==> src/common/mesi_pkg.sv <==
package mesi_pkg;

    // Cache geometry
    localparam int num_cores = 3;
    localparam int num_sets  = 4;
    localparam int num_ways  = 4;

    // Address fields of the 16-bit command address
    localparam int addr_w = 16;
    localparam int off_w  = 2;
    localparam int set_w  = $clog2(num_sets);
    localparam int tag_w  = addr_w - set_w - off_w;

    localparam int way_w = $clog2(num_ways);
    localparam int age_w = 2;
    localparam int pid_w = 2;
    localparam int cnt_w = 16;

    // Host-visible read registers
    localparam int reg_adr_w = 2;
    localparam logic [reg_adr_w-1:0] reg_last    = 2'd0;
    localparam logic [reg_adr_w-1:0] reg_bus_cnt = 2'd1;
    localparam logic [reg_adr_w-1:0] reg_wb_cnt  = 2'd2;

    typedef enum logic [1:0] {
        st_invalid   = 2'd0,
        st_shared    = 2'd1,
        st_exclusive = 2'd2,
        st_modified  = 2'd3
    } mesi_t;

    typedef enum logic [1:0] {
        op_read  = 2'd0,
        op_write = 2'd1,
        op_flush = 2'd2
    } op_t;

    typedef enum logic [1:0] {
        bus_none = 2'd0,
        bus_rd   = 2'd1,
        bus_rdx  = 2'd2,
        bus_upgr = 2'd3
    } bus_op_t;

    typedef struct packed {
        logic [tag_w-1:0] tag;
        logic [set_w-1:0] set;
        logic [off_w-1:0] offset;
    } addr_t;

    // Lives in the low 20 bits of the Wishbone write data
    typedef struct packed {
        logic [pid_w-1:0] pid;
        op_t              op;
        addr_t            addr;
    } cmd_t;

    typedef struct packed {
        logic [tag_w-1:0] tag;
        mesi_t            state;
        logic [age_w-1:0] age;
    } line_t;

    typedef struct packed {
        logic                 hit;
        bus_op_t              bus_op;
        mesi_t                state;
        logic                 wb;
        logic [num_cores-1:0] snoop;
        logic [way_w-1:0]     way;
        logic                 spare;
    } result_t;

endpackage

==> src/mesi_ctrl/cache_tag_array.sv <==
`timescale 1ns/1ps

module cache_tag_array (
    input  logic                            clk,
    input  logic                            rst_i,
    input  logic [mesi_pkg::set_w-1:0]      rd_set_i,
    input  logic [mesi_pkg::tag_w-1:0]      rd_tag_i,
    output mesi_pkg::line_t                 rd_lines_o [mesi_pkg::num_ways],
    output logic [mesi_pkg::num_ways-1:0]   hit_ways_o,
    input  logic                            wr_en_i,
    input  logic [mesi_pkg::set_w-1:0]      wr_set_i,
    input  logic [mesi_pkg::way_w-1:0]      wr_way_i,
    input  mesi_pkg::line_t                 wr_line_i,
    input  logic                            age_en_i
);
    import mesi_pkg::*;

    line_t            lines_q [num_sets][num_ways];
    line_t            set_nxt [num_ways];
    logic [tag_w-1:0] rd_tag_q;
    logic [age_w-1:0] old_age;

    // Next contents of the set being updated
    always_comb begin
        old_age = lines_q[wr_set_i][wr_way_i].age;
        for (int w = 0; w < num_ways; w++) begin
            set_nxt[w] = lines_q[wr_set_i][w];
            if (age_en_i) begin
                if (way_w'(w) == wr_way_i) begin
                    set_nxt[w].age = 2'd3;
                end else if (set_nxt[w].age > old_age) begin
                    set_nxt[w].age = set_nxt[w].age - 2'd1;
                end
            end
        end
        if (wr_en_i) begin
            set_nxt[wr_way_i].tag   = wr_line_i.tag;
            set_nxt[wr_way_i].state = wr_line_i.state;
            // A touched line is always most recent
            if (!age_en_i) set_nxt[wr_way_i].age = wr_line_i.age;
        end
    end

    always_ff @(posedge clk) begin
        if (rst_i) begin
            for (int s = 0; s < num_sets; s++) begin
                for (int w = 0; w < num_ways; w++) begin
                    lines_q[s][w].tag   <= '0;
                    lines_q[s][w].state <= st_invalid;
                    lines_q[s][w].age   <= age_w'(w);
                end
            end
        end else if (wr_en_i || age_en_i) begin
            for (int w = 0; w < num_ways; w++) begin
                lines_q[wr_set_i][w] <= set_nxt[w];
            end
        end
    end

    // Registered read of one set
    always_ff @(posedge clk) begin
        rd_tag_q <= rd_tag_i;
        for (int w = 0; w < num_ways; w++) begin
            rd_lines_o[w] <= lines_q[rd_set_i][w];
        end
    end

    always_comb begin
        for (int w = 0; w < num_ways; w++) begin
            hit_ways_o[w] = (rd_lines_o[w].state != st_invalid) &&
                            (rd_lines_o[w].tag == rd_tag_q);
        end
    end

endmodule

==> src/mesi_ctrl/mesi_ctrl.sv <==
`timescale 1ns/1ps

module mesi_ctrl (
    input  logic              clk,
    input  logic              rst_i,
    input  logic              cmd_valid_i,
    input  mesi_pkg::cmd_t    cmd_i,
    output logic              res_valid_o,
    output mesi_pkg::result_t res_o
);
    import mesi_pkg::*;

    logic                 lookup_q;
    line_t                lines [num_cores][num_ways];
    logic [num_ways-1:0]  hit_ways [num_cores];
    logic [way_w-1:0]     hit_way [num_cores];
    logic [num_cores-1:0] hit;
    logic [num_cores-1:0] is_req;
    logic [num_cores-1:0] snoop_hit;
    logic [num_cores-1:0] snoop_wb;
    mesi_t                snoop_state [num_cores];
    mesi_t                snoop_next [num_cores];
    line_t                req_lines [num_ways];
    logic                 req_hit;
    logic [way_w-1:0]     req_way;
    logic [way_w-1:0]     victim_way;
    logic [way_w-1:0]     way_used;
    mesi_t                req_state;
    mesi_t                req_next;
    logic                 victim_dirty;
    logic                 req_wb;
    bus_op_t              bus_op;
    logic                 to_shared;
    logic                 to_invalid;
    logic                 upd_req;
    logic                 age_upd;
    logic [num_cores-1:0] wr_en;
    logic [num_cores-1:0] age_en;
    logic [way_w-1:0]     wr_way [num_cores];
    line_t                wr_line [num_cores];

    // One-hot hit vector to way number
    function automatic logic [way_w-1:0] enc_way(input logic [num_ways-1:0] oh);
        logic [way_w-1:0] w;
        w = '0;
        for (int i = 0; i < num_ways; i++) begin
            if (oh[i]) w = w | way_w'(i);
        end
        return w;
    endfunction

    // Lookup data arrives one cycle after the command
    always_ff @(posedge clk) begin
        if (rst_i) lookup_q <= 1'b0;
        else lookup_q <= cmd_valid_i;
    end

    assign res_valid_o = lookup_q;

    for (genvar c = 0; c < num_cores; c++) begin : g_core
        cache_tag_array u_tags (
            .clk        (clk),
            .rst_i      (rst_i),
            .rd_set_i   (cmd_i.addr.set),
            .rd_tag_i   (cmd_i.addr.tag),
            .rd_lines_o (lines[c]),
            .hit_ways_o (hit_ways[c]),
            .wr_en_i    (wr_en[c]),
            .wr_set_i   (cmd_i.addr.set),
            .wr_way_i   (wr_way[c]),
            .wr_line_i  (wr_line[c]),
            .age_en_i   (age_en[c])
        );

        assign hit[c]         = |hit_ways[c];
        assign hit_way[c]     = enc_way(hit_ways[c]);
        assign is_req[c]      = (cmd_i.pid == pid_w'(c));
        assign snoop_hit[c]   = hit[c] & ~is_req[c];
        assign snoop_state[c] = lines[c][hit_way[c]].state;
    end

    // Requester view of its own set
    always_comb begin
        req_hit = 1'b0;
        req_way = '0;
        for (int w = 0; w < num_ways; w++) req_lines[w] = '0;
        for (int c = 0; c < num_cores; c++) begin
            if (is_req[c]) begin
                req_hit = hit[c];
                req_way = hit_way[c];
                for (int w = 0; w < num_ways; w++) req_lines[w] = lines[c][w];
            end
        end
    end

    // Victim is the lowest invalid way, else the LRU way
    always_comb begin
        logic [way_w-1:0] inv_way;
        logic [way_w-1:0] lru_way;
        logic             has_inv;
        inv_way = '0;
        lru_way = '0;
        has_inv = 1'b0;
        for (int w = num_ways - 1; w >= 0; w--) begin
            if (req_lines[w].state == st_invalid) begin
                inv_way = way_w'(w);
                has_inv = 1'b1;
            end
            if (req_lines[w].age == '0) lru_way = way_w'(w);
        end
        victim_way = has_inv ? inv_way : lru_way;
    end

    assign req_state    = req_hit ? req_lines[req_way].state : st_invalid;
    assign victim_dirty = (req_lines[victim_way].state == st_modified);

    always_comb begin
        bus_op     = bus_none;
        req_next   = req_state;
        req_wb     = 1'b0;
        to_shared  = 1'b0;
        to_invalid = 1'b0;
        upd_req    = 1'b0;
        age_upd    = 1'b0;
        way_used   = req_way;
        case (cmd_i.op)
            op_read: begin
                upd_req = 1'b1;
                age_upd = 1'b1;
                if (!req_hit) begin
                    bus_op    = bus_rd;
                    to_shared = 1'b1;
                    req_next  = (|snoop_hit) ? st_shared : st_exclusive;
                    way_used  = victim_way;
                    req_wb    = victim_dirty;
                end
            end
            op_write: begin
                upd_req  = 1'b1;
                age_upd  = 1'b1;
                req_next = st_modified;
                if (!req_hit) begin
                    bus_op     = bus_rdx;
                    to_invalid = 1'b1;
                    way_used   = victim_way;
                    req_wb     = victim_dirty;
                end else if (req_state == st_shared) begin
                    bus_op     = bus_upgr;
                    to_invalid = 1'b1;
                end
            end
            op_flush: begin
                if (req_hit) begin
                    upd_req  = 1'b1;
                    req_next = st_invalid;
                    req_wb   = (req_state == st_modified);
                end else begin
                    way_used = '0;
                end
            end
            default: way_used = '0;
        endcase
    end

    // Snooper downgrades and invalidations
    always_comb begin
        for (int c = 0; c < num_cores; c++) begin
            snoop_next[c] = snoop_state[c];
            if (snoop_hit[c] && to_invalid) snoop_next[c] = st_invalid;
            else if (snoop_hit[c] && to_shared) snoop_next[c] = st_shared;
            snoop_wb[c] = snoop_hit[c] & (to_invalid | to_shared) &
                          (snoop_state[c] == st_modified);
        end
    end

    always_comb begin
        for (int c = 0; c < num_cores; c++) begin
            if (is_req[c]) begin
                wr_en[c]         = lookup_q & upd_req;
                age_en[c]        = lookup_q & age_upd;
                wr_way[c]        = way_used;
                wr_line[c].tag   = cmd_i.addr.tag;
                wr_line[c].state = req_next;
                wr_line[c].age   = req_lines[way_used].age;
            end else begin
                wr_en[c]         = lookup_q & snoop_hit[c] & (to_shared | to_invalid);
                age_en[c]        = 1'b0;
                wr_way[c]        = hit_way[c];
                wr_line[c]       = lines[c][hit_way[c]];
                wr_line[c].state = snoop_next[c];
            end
        end
    end

    always_comb begin
        res_o.hit    = req_hit;
        res_o.bus_op = bus_op;
        res_o.state  = req_next;
        res_o.wb     = req_wb | (|snoop_wb);
        res_o.snoop  = snoop_hit;
        res_o.way    = way_used;
        res_o.spare  = 1'b0;
    end

endmodule

==> src/rtl/coherence_resp.sv <==
`timescale 1ns/1ps

module coherence_resp (
    input  logic                           clk,
    input  logic                           rst_i,
    input  logic                           res_valid_i,
    input  mesi_pkg::result_t              res_i,
    input  logic [mesi_pkg::reg_adr_w-1:0] rd_adr_i,
    output logic [31:0]                    rd_data_o
);
    import mesi_pkg::*;

    result_t          last_q;
    logic [cnt_w-1:0] bus_cnt_q;
    logic [cnt_w-1:0] wb_cnt_q;

    always_ff @(posedge clk) begin
        if (rst_i) begin
            last_q    <= '0;
            bus_cnt_q <= '0;
            wb_cnt_q  <= '0;
        end else if (res_valid_i) begin
            last_q <= res_i;
            // Both counters stick at all ones
            if (res_i.bus_op != bus_none && bus_cnt_q != '1) begin
                bus_cnt_q <= bus_cnt_q + cnt_w'(1);
            end
            if (res_i.wb && wb_cnt_q != '1) begin
                wb_cnt_q <= wb_cnt_q + cnt_w'(1);
            end
        end
    end

    always_comb begin
        case (rd_adr_i)
            reg_last:    rd_data_o = 32'(last_q);
            reg_bus_cnt: rd_data_o = 32'(bus_cnt_q);
            reg_wb_cnt:  rd_data_o = 32'(wb_cnt_q);
            default:     rd_data_o = '0;
        endcase
    end

endmodule

==> src/rtl/coherence_top.sv <==
`timescale 1ns/1ps

module coherence_top (
    input  logic        clk,
    input  logic        rst_i,
    input  logic        wb_cyc_i,
    input  logic        wb_stb_i,
    input  logic        wb_we_i,
    input  logic [1:0]  wb_adr_i,
    input  logic [31:0] wb_dat_i,
    output logic        wb_ack_o,
    output logic [31:0] wb_dat_o
);
    import mesi_pkg::*;

    logic                 cmd_valid;
    cmd_t                 cmd;
    logic                 res_valid;
    result_t              res;
    logic [31:0]          rd_data;
    logic [reg_adr_w-1:0] rd_adr;

    wb_cmd_port u_port (
        .clk         (clk),
        .rst_i       (rst_i),
        .wb_cyc_i    (wb_cyc_i),
        .wb_stb_i    (wb_stb_i),
        .wb_we_i     (wb_we_i),
        .wb_adr_i    (wb_adr_i),
        .wb_dat_i    (wb_dat_i),
        .wb_ack_o    (wb_ack_o),
        .wb_dat_o    (wb_dat_o),
        .res_valid_i (res_valid),
        .rd_data_i   (rd_data),
        .cmd_valid_o (cmd_valid),
        .cmd_o       (cmd),
        .rd_adr_o    (rd_adr)
    );

    mesi_ctrl u_ctrl (
        .clk         (clk),
        .rst_i       (rst_i),
        .cmd_valid_i (cmd_valid),
        .cmd_i       (cmd),
        .res_valid_o (res_valid),
        .res_o       (res)
    );

    coherence_resp u_resp (
        .clk         (clk),
        .rst_i       (rst_i),
        .res_valid_i (res_valid),
        .res_i       (res),
        .rd_adr_i    (rd_adr),
        .rd_data_o   (rd_data)
    );

endmodule

==> src/rtl/wb_cmd_port.sv <==
`timescale 1ns/1ps

module wb_cmd_port (
    input  logic                             clk,
    input  logic                             rst_i,
    input  logic                             wb_cyc_i,
    input  logic                             wb_stb_i,
    input  logic                             wb_we_i,
    input  logic [1:0]                       wb_adr_i,
    input  logic [31:0]                      wb_dat_i,
    output logic                             wb_ack_o,
    output logic [31:0]                      wb_dat_o,
    input  logic                             res_valid_i,
    input  logic [31:0]                      rd_data_i,
    output logic                             cmd_valid_o,
    output mesi_pkg::cmd_t                   cmd_o,
    output logic [mesi_pkg::reg_adr_w-1:0]   rd_adr_o
);
    import mesi_pkg::*;

    typedef enum logic [1:0] {
        ps_idle,
        ps_busy,
        ps_ack
    } port_state_t;

    port_state_t state_q;
    logic        req;

    assign req      = wb_cyc_i & wb_stb_i;
    assign wb_ack_o = (state_q == ps_ack);
    // Master holds adr until ack, so the read select can follow it directly
    assign rd_adr_o = wb_adr_i;

    always_ff @(posedge clk) begin
        if (rst_i) begin
            state_q     <= ps_idle;
            cmd_valid_o <= 1'b0;
        end else begin
            cmd_valid_o <= 1'b0;
            case (state_q)
                ps_idle: begin
                    if (req && wb_we_i) begin
                        cmd_valid_o <= 1'b1;
                        state_q     <= ps_busy;
                    end else if (req) begin
                        state_q <= ps_ack;
                    end
                end
                // Wait for the controller to finish the lookup and update
                ps_busy: if (res_valid_i) state_q <= ps_ack;
                default: state_q <= ps_idle;
            endcase
        end
    end

    always_ff @(posedge clk) begin
        if (state_q == ps_idle && req) begin
            if (wb_we_i) cmd_o <= cmd_t'(wb_dat_i[$bits(cmd_t)-1:0]);
            else wb_dat_o <= rd_data_i;
        end
    end

endmodule

==> config.mk <==
export PLATFORM = sky130hd
export DESIGN_NAME = coherence_top
export DESIGN_NICKNAME = d
export VERILOG_FILES = /design/src/common/mesi_pkg.sv /design/src/mesi_ctrl/cache_tag_array.sv /design/src/mesi_ctrl/mesi_ctrl.sv /design/src/rtl/coherence_resp.sv /design/src/rtl/coherence_top.sv /design/src/rtl/wb_cmd_port.sv
export SDC_FILE = /design/constraint.sdc
export NUM_CORES = 2
export LEC_CHECK = 0
export BUFFER_PORTS_ARGS = -buffer_cell sky130_fd_sc_hd__buf_2
export CORE_MARGIN = 8
export CORE_UTILIZATION = 30
export DETAILED_ROUTE_END_ITERATION = 6
export PLACE_DENSITY_LB_ADDON = 0.08
export SKIP_LAST_GASP = 1
export SYNTH_ARGS = -nofsm -noshare
export SYNTH_HDL_FRONTEND = slang
export SYNTH_SLANG_ARGS = --single-unit
==> constraint.sdc <==
create_clock -name clk -period 12.6 [get_ports clk]
set_clock_uncertainty 0.05 [all_clocks]
set_input_delay 0.63 -clock clk [delete_from_list [all_inputs] [get_ports clk]]
set_output_delay 0.63 -clock clk [all_outputs]
set_load 0.005 [all_outputs]
# [Word-level counts from Yosys, hierarchy flattened]
# Memories as Yosys holds them, arrays and structs flattened. A register that Yosys moved wholly into a read port is not among the register bits.
# Index checks and enable logic that the tools add are counted.
[word_totals] ff_bits=301 mem_bits_rw=768 input_bits=39 output_inout_bits=33 n_memories=3
[op_classes] addsub=14 magnitude_cmp=24 n_eq_ne=39 muxes=197 bitwise=34 n_reduce_logical=71
[memory_table] memory="u_ctrl.g_core[0].u_tags.lines_q" depth=4 width=64 rd=1 rd_clocked_by_memory_dff=1 wr=4 line="cache_tag_array.sv:18" text="line_t lines_q [num_sets][num_ways];"
[memory_table] memory="u_ctrl.g_core[1].u_tags.lines_q" depth=4 width=64 rd=1 rd_clocked_by_memory_dff=1 wr=4 line="cache_tag_array.sv:18"
[memory_table] memory="u_ctrl.g_core[2].u_tags.lines_q" depth=4 width=64 rd=1 rd_clocked_by_memory_dff=1 wr=4 line="cache_tag_array.sv:18"
[op_table] operator="64-bit 2-to-1 mux" count=12
[op_table] operator="64-bit bitwise mux" count=9
[op_table] operator="16-bit binary-select mux with 2-bit select" count=9
[op_table] operator="16-bit demux with 2-bit select" count=9
[op_table] operator="16-bit 2-to-1 mux" count=12
[op_table] operator="64-bit OR reduction" count=3
[op_table] operator="2-bit 2-to-1 mux" count=91
[op_table] operator="12-bit equality test" count=12
[op_table] operator="16-bit case mux with 3 select lines" count=1
[op_table] operator="1-bit 2-to-1 mux" count=41
[op_table] operator="16-bit by 1-bit adder with 16-bit output, second input constant" count=2
[op_table] operator="16-bit != test, second input constant" count=2
[op_table] operator="2-bit zero test" count=15
[op_table] operator="4-bit 2-to-1 mux" count=7
[op_table] operator="3-bit greater-or-equal comparator, second input constant" count=9
[op_table] operator="2-bit NOT with 3-bit output" count=9
[op_table] operator="2-bit nonzero test" count=13
[op_table] operator="1-bit logical AND" count=25
[op_table] operator="2-bit > comparator" count=12
[op_table] operator="2-bit by 1-bit subtractor with 2-bit output, second input constant" count=12
[op_table] operator="1-bit AND" count=18
[op_table] operator="2-bit equality test, second input constant" count=9
[op_table] operator="2-bit equality test, first input constant" count=6
[op_table] operator="2-bit case mux with 2 select lines" count=3
[op_table] operator="other kinds (14)" count=38

# [Longest topological paths before layout]
[logic_depth] word_depth=27 ltp_mapped=22 mapped_depth_nobuf=18

# [Modules after synthesis]
# Synthesis repeated with hierarchy kept, for this count alone.
[hier_totals] hier_cells=4040 area_unflattened_um2=53552.6
[modules_own_cells] module="cache_tag_array at u_ctrl.g_core[0].u_tags" n_inst=1 cells_per_inst=1061 area_each_um2=15488.6 seq_area_each_um2=9208.8
[modules_own_cells] module="cache_tag_array at u_ctrl.g_core[2].u_tags" n_inst=1 cells_per_inst=1056 area_each_um2=15417.3 seq_area_each_um2=9208.8
[modules_own_cells] module="cache_tag_array at u_ctrl.g_core[1].u_tags" n_inst=1 cells_per_inst=1002 area_each_um2=15142.0 seq_area_each_um2=9208.8
[modules_own_cells] module="mesi_ctrl" n_inst=1 cells_per_inst=555 area_each_um2=3313.2 seq_area_each_um2=20.0
[modules_own_cells] module="coherence_resp" n_inst=1 cells_per_inst=298 area_each_um2=2468.6 seq_area_each_um2=880.8
[modules_own_cells] module="wb_cmd_port" n_inst=1 cells_per_inst=68 area_each_um2=1722.9 seq_area_each_um2=1621.6

# [Least setup slack after synthesis]
# No wires, ideal clock.
[synth_path] path_kind="register to register" from="reg u_ctrl.g_core[0].u_tags.rd_tag_q[1]" to="mem u_ctrl.g_core[0].u_tags.lines_q[3][0] (netlist bit) (enable)" setup_ns=0.433 arrival_time_ns=4.466 required_time_ns=12.117 path_slack_ns=7.651 stages_incl_launch_ff=16 n_path_buf=4 period_less_slack_ns=4.949 cell_sequence="dfxtp_1 buf_6 xor2_1 nor4_1 nand4_1 a21o_1 a311o_1 a21oi_1 a21o_1 a41o_1 buf_2 and2_1 buf_4 nand2_1 buf_2 nand2b_1"
[synth_rtl] element="start: declaration" line="cache_tag_array.sv:20" text="logic [tag_w-1:0] rd_tag_q;"
[synth_rtl] element="start signal: assignment" line="cache_tag_array.sv:62" text="rd_tag_q <= rd_tag_i;"
[synth_rtl] element="end: declaration" line="cache_tag_array.sv:18"

==> results.md <==
- The count of routing violations after the opening detailed-route iteration is between 2k and 3k.
- The initial antenna violation count is 3.
- Buffers placed on the I/O ports in this run total 41.
- The flow ran to the end, and the final reports show no timing, DRC or antenna violations.
- The arrival time reported for the critical path endpoint is around 7 ns.
- The net total in the final layout is 3896.
- In this run the horizontal extent of the chip is roughly 420 um.
- The worst setup path is captured at a register.
- The average cell area after synthesis is 12.7 um^2.
- Power spread over the standard cell area amounts to 150 nW/um^2.
- The library cell used most frequently in the layout, excluding fill and tap cells, is sky130_fd_sc_hd__edfxtp_1.
- The routed wirelength normalized by instance count is roughly 26 um.
- The total DRC errors in the routed layout is 0.
- Measured against the total synthesized area, the mux share comes to 0.139.
- In the finished design, the share of the clock period the worst path needs comes to 0.546.
- The count of final hold-check violations is 0.
- After detailed routing, the number of vias per cell comes to between 5 and 6.
- The synthesized design spends more area on one cell type than any other, namely sky130_fd_sc_hd__edfxtp_1.
- In the post-synthesis netlist, the biggest area contributors are sky130_fd_sc_hd__edfxtp_1 50%, sky130_fd_sc_hd__dfxtp_1 10%, sky130_fd_sc_hd__mux4_2 8.8%.
- Summing all flip-flop and latch instances after layout gives 29200 um^2.
- The switching part of the total is 0.240.
- The number of storage elements in the synthesis netlist is around 1.1k.
- The total of endpoints with negative setup slack in the final report is 0.
- The share of total power dissipated in sequential elements is 0.477.
- Yosys mapped a number of flops with a built-in enable equal to approximately 800.
- Timing would allow up to between 100 and 150 MHz.
- The insertion delay to the later sink of the worst-skew pair is ~0.76 ns.
- The max capacitance violation total is 0.
- The maximum VDD drop is 0.000127 V.
- The number of buffers created by CTS is 130.
- The number of filler cells placed in the layout is around 16k.
- The initialized floorplan defines 147 standard-cell rows.
- Summed over all cells, the static leakage comes to just under 20 nW.
- The die footprint is about 170000 um^2.
- The area fraction in compound gates after synthesis is 0.0619.
- The worst min-delay path category is in2reg.
- The relative max-transition margin is 0.238.
- The final layout contains routed wiring with a total length of about 160 mm.
- The source of the worst register-to-register timing path is u_ctrl.g_core[0].u_tags.rd_tag_q[8].
- In the final layout, the multi-input gates occupy 18100 um^2.
- The number of setup buffers added after CTS is 0.
- The internal portion of total power is between 6 and 7 mW.
- The total congestion overflow after global routing is 0.
- The sum of negative setup slack is 0 ns.
- The adder-cell area share of the yosys netlist is 0.00427.
- The clock tree root buffer cell is sky130_fd_sc_hd__clkbuf_16.
- The part of the power in the clock network is 0.457.
- The layout overhead on the synthesized area is 14.6%.
- Setup slack on the critical path of the routed design comes to around 5.7 ns.
- For flop-to-flop paths, the worst setup slack is approximately 5.7 ns.
- Counting I/O delays and the setup requirement, the final critical path takes ~6.9 ns.
- The number of global-route vias before repair is roughly 32k.
- The maximum root-to-sink buffer count is 3.
- The portion of total power attributed to combinational logic is 0.066.
- The top cell types in the final layout, fill and taps aside, are 802 x sky130_fd_sc_hd__edfxtp_1, 799 x sky130_fd_sc_hd__nor2_1, 251 x sky130_fd_sc_hd__dfxtp_1.
- The clock drives about 1.1k sinks.
- Setup repair after global routing left no endpoint under its margin.
- The cell count of the worst reg-to-reg path is 13.
- The minimum setup slack after placement is ~5.7 ns.
- The proportion of layout cells with a drive suffix above 1 is 0.158.
- In the synthesized netlist the async set-or-reset flop fraction comes to 0.
- The sequential share of the synthesized area is 0.602.
- The worst hold path begins at wb_dat_i[18].
- The die extent in y is 418 um.
- For the pin with the worst max-slew slack, the measured transition is 1.14 ns.
- For this design, the CTS-stage hold fixing added 17 buffers.
- Along the worst hold path, the cell count comes to 1.
- The overall fraction of global-route tracks in use is 0.177.
- Post-CTS repair changed the size of 0 cells.
- The setup path with the least slack is of type reg2reg.
- The synthesized instance count is 3808.
- Of the total synthesized cell area, the portion taken by XOR and XNOR cells is 0.0311.
- The netlist area before placement is between 40000 and 50000 um^2.
- Detailed routing inserted a total of between 30k and 40k vias.
- The number of antenna diodes in the final layout is 0.
- The worst hold path terminates at u_port.cmd_o[18].
- The total area inside the core boundary comes to ~160000 um^2.
- The first TritonRoute pass finished after 5 iterations.
- The distinct cell type count of the synthesized netlist is between 100 and 150.
- Of the post-synthesis cell area, the dominant cell type holds 0.498.
- In this run the worst path has a maximum fanout of 55.
- The TritonCTS clock tree is done.
- Clock-pin slew was measured on the worst setup and hold paths at 0.06 ns.
- The routability-driven placement congestion ratio is 0.836.
- STA puts the critical path data required time at 12.92 ns.
- The net switching component of the power is approximately 2.0 mW.
- Entering global routing, the biggest net connects 85 pins.
- For this configuration, the core starts out at a cell density of 0.302.
- The Yosys step of the flow raised 0 warnings.
- The count of nets left with antenna violations once routing finished came out at 0.
- The final max-slew violation count is 0.
- The main combinational cell family by area after synthesis is multiplexers.
- The kind of start point of the critical path is a register.
- The endpoint of the most critical register-to-register path is u_ctrl.g_core[0].u_tags.lines_q[2][45].
- The number of primary I/O pins is between 70 and 80.
- The synthesized-area fraction occupied by and/or/nand/nor cells is 0.133.
- Once layout is complete, the utilization of the core stands at 0.346.
- The first global-routing pass estimated approximately 230 mm of wire.
- The wire-length estimate of the detail-placed layout is 98.2 mm.
- The H-tree depth reported by CTS is 4.
- The most used flip-flop cell after synthesis is sky130_fd_sc_hd__edfxtp_1.
[cells by family (layout without fill, tap and decap cells)]
kind of cell	after synthesis	after routing
flops	1055	1055
compound gates	417	417
other cells	1	16
buf+inv	287	414
mux	431	431
xor+xnor	169	169
fa+ha+maj	17	17
simple gates	1431	1431
[worst max-delay path by stage]
stage / start / to / slack (ns) / cells past startpoint
after CTS: u_ctrl.g_core[0].u_tags.rd_tag_q[8] / u_ctrl.g_core[0].u_tags.lines_q[2][9] / 5.65 / 13
final: u_ctrl.g_core[0].u_tags.rd_tag_q[8] / u_ctrl.g_core[0].u_tags.lines_q[2][45] / 5.72 / 13
after detailed placement: u_ctrl.g_core[0].u_tags.rd_tag_q[8] / u_ctrl.g_core[0].u_tags.lines_q[2][29] / 5.69 / 13
after global routing: u_ctrl.g_core[0].u_tags.rd_tag_q[8] / u_ctrl.g_core[0].u_tags.lines_q[2][24] / 5.40 / 13
after global placement: u_ctrl.g_core[0].u_tags.rd_tag_q[8] / u_ctrl.g_core[0].u_tags.lines_q[2][29] / 5.68 / 13
after floorplan: u_ctrl.g_core[0].u_tags.rd_tag_q[1] / u_ctrl.g_core[0].u_tags.lines_q[3][0] / 7.65 / 15
[power groups by stage]
stage	Combinational [mW]	Sequential (mW)	Clock [mW]
floorplan	0.386	3.98	0
global placement	0.555	4.03	0
detailed placement	0.552	4.03	0
CTS	0.558	3.96	3.90
global route	0.601	3.97	4.02
finish	0.550	3.96	3.79
[synthesized netlist by cell type, drive strengths merged, types with 20 or more instances]
cell type and number:
nor2 806, o21ai 122, nand2 218, a21oi 59, nand2b 37, xor2 115
edfxtp 802, nand4 42, mux4 190, and3 20, clkbuf 126, inv 36
buf 124, nand3 103, a211oi 45, nor4 45, nor2b 25, dfxtp 253
xnor2 54, mux2i 218, mux2 23, nor3 61
[state kept, by name (all words and copies together), names as in the netlist, named ones only]
register / flops
u_port.cmd_valid_o: 1
u_port.wb_dat_o: 16
u_resp.last_q: 11
u_ctrl.res_valid_o: 1
u_ctrl.g_core.u_tags.rd_lines_o: 192
u_ctrl.g_core.u_tags.lines_q: 768
u_resp.wb_cnt_q: 16
u_port.state_q: 2
u_port.cmd_o: 18
u_resp.bus_cnt_q: 16
u_ctrl.g_core.u_tags.rd_tag_q: 12
[routing by layer]
metal  GRT usage  share of wire  up-vias
li1            -              -    14200
met1       0.251           0.47    15900
met2       0.285           0.47      724
met3      0.0242          0.039      196
met4      0.0453          0.023        4
met5           0        0.00017        -
[area by class of cell]
type                            instances  area share
Inverter                               37     0.00251
Multi-Input combinational cell       2481       0.326
Clock inverter                         51      0.0116
Clock buffer                          188      0.0668
Tap cell                             2160      0.0488
Timing Repair Buffer                  138      0.0178
Sequential cell                      1055       0.526
[critical path, cell delays in order, from the launching register on]
cell                       delay (ns)
sky130_fd_sc_hd__dfxtp_1         0.48
sky130_fd_sc_hd__buf_4           0.30
sky130_fd_sc_hd__xnor2_1         0.21
sky130_fd_sc_hd__nand4_1         0.17
sky130_fd_sc_hd__nor4_1          0.94
sky130_fd_sc_hd__o21ai_1         0.39
sky130_fd_sc_hd__a311o_1         0.37
sky130_fd_sc_hd__a21oi_1         0.35
sky130_fd_sc_hd__a21o_1          0.22
sky130_fd_sc_hd__a41o_1          0.44
sky130_fd_sc_hd__and2_1          0.51
sky130_fd_sc_hd__nand2_2         0.67
sky130_fd_sc_hd__nand2b_4        0.47
sky130_fd_sc_hd__buf_4           0.82
[metrics by stage]
step	cells	total power, mW	area, um^2	hold WS [ns]
after global routing	6110	8.59	55400	0.0626
after CTS	6110	8.42	55400	0.0602
after floorplan	3823	4.36	48400	0.342
final	6110	8.30	55400	0.127
after detailed placement	5854	4.58	50900	0.381
after global placement	5854	4.59	50900	0.366
Note: power is estimated with default switching activity, not from simulation.
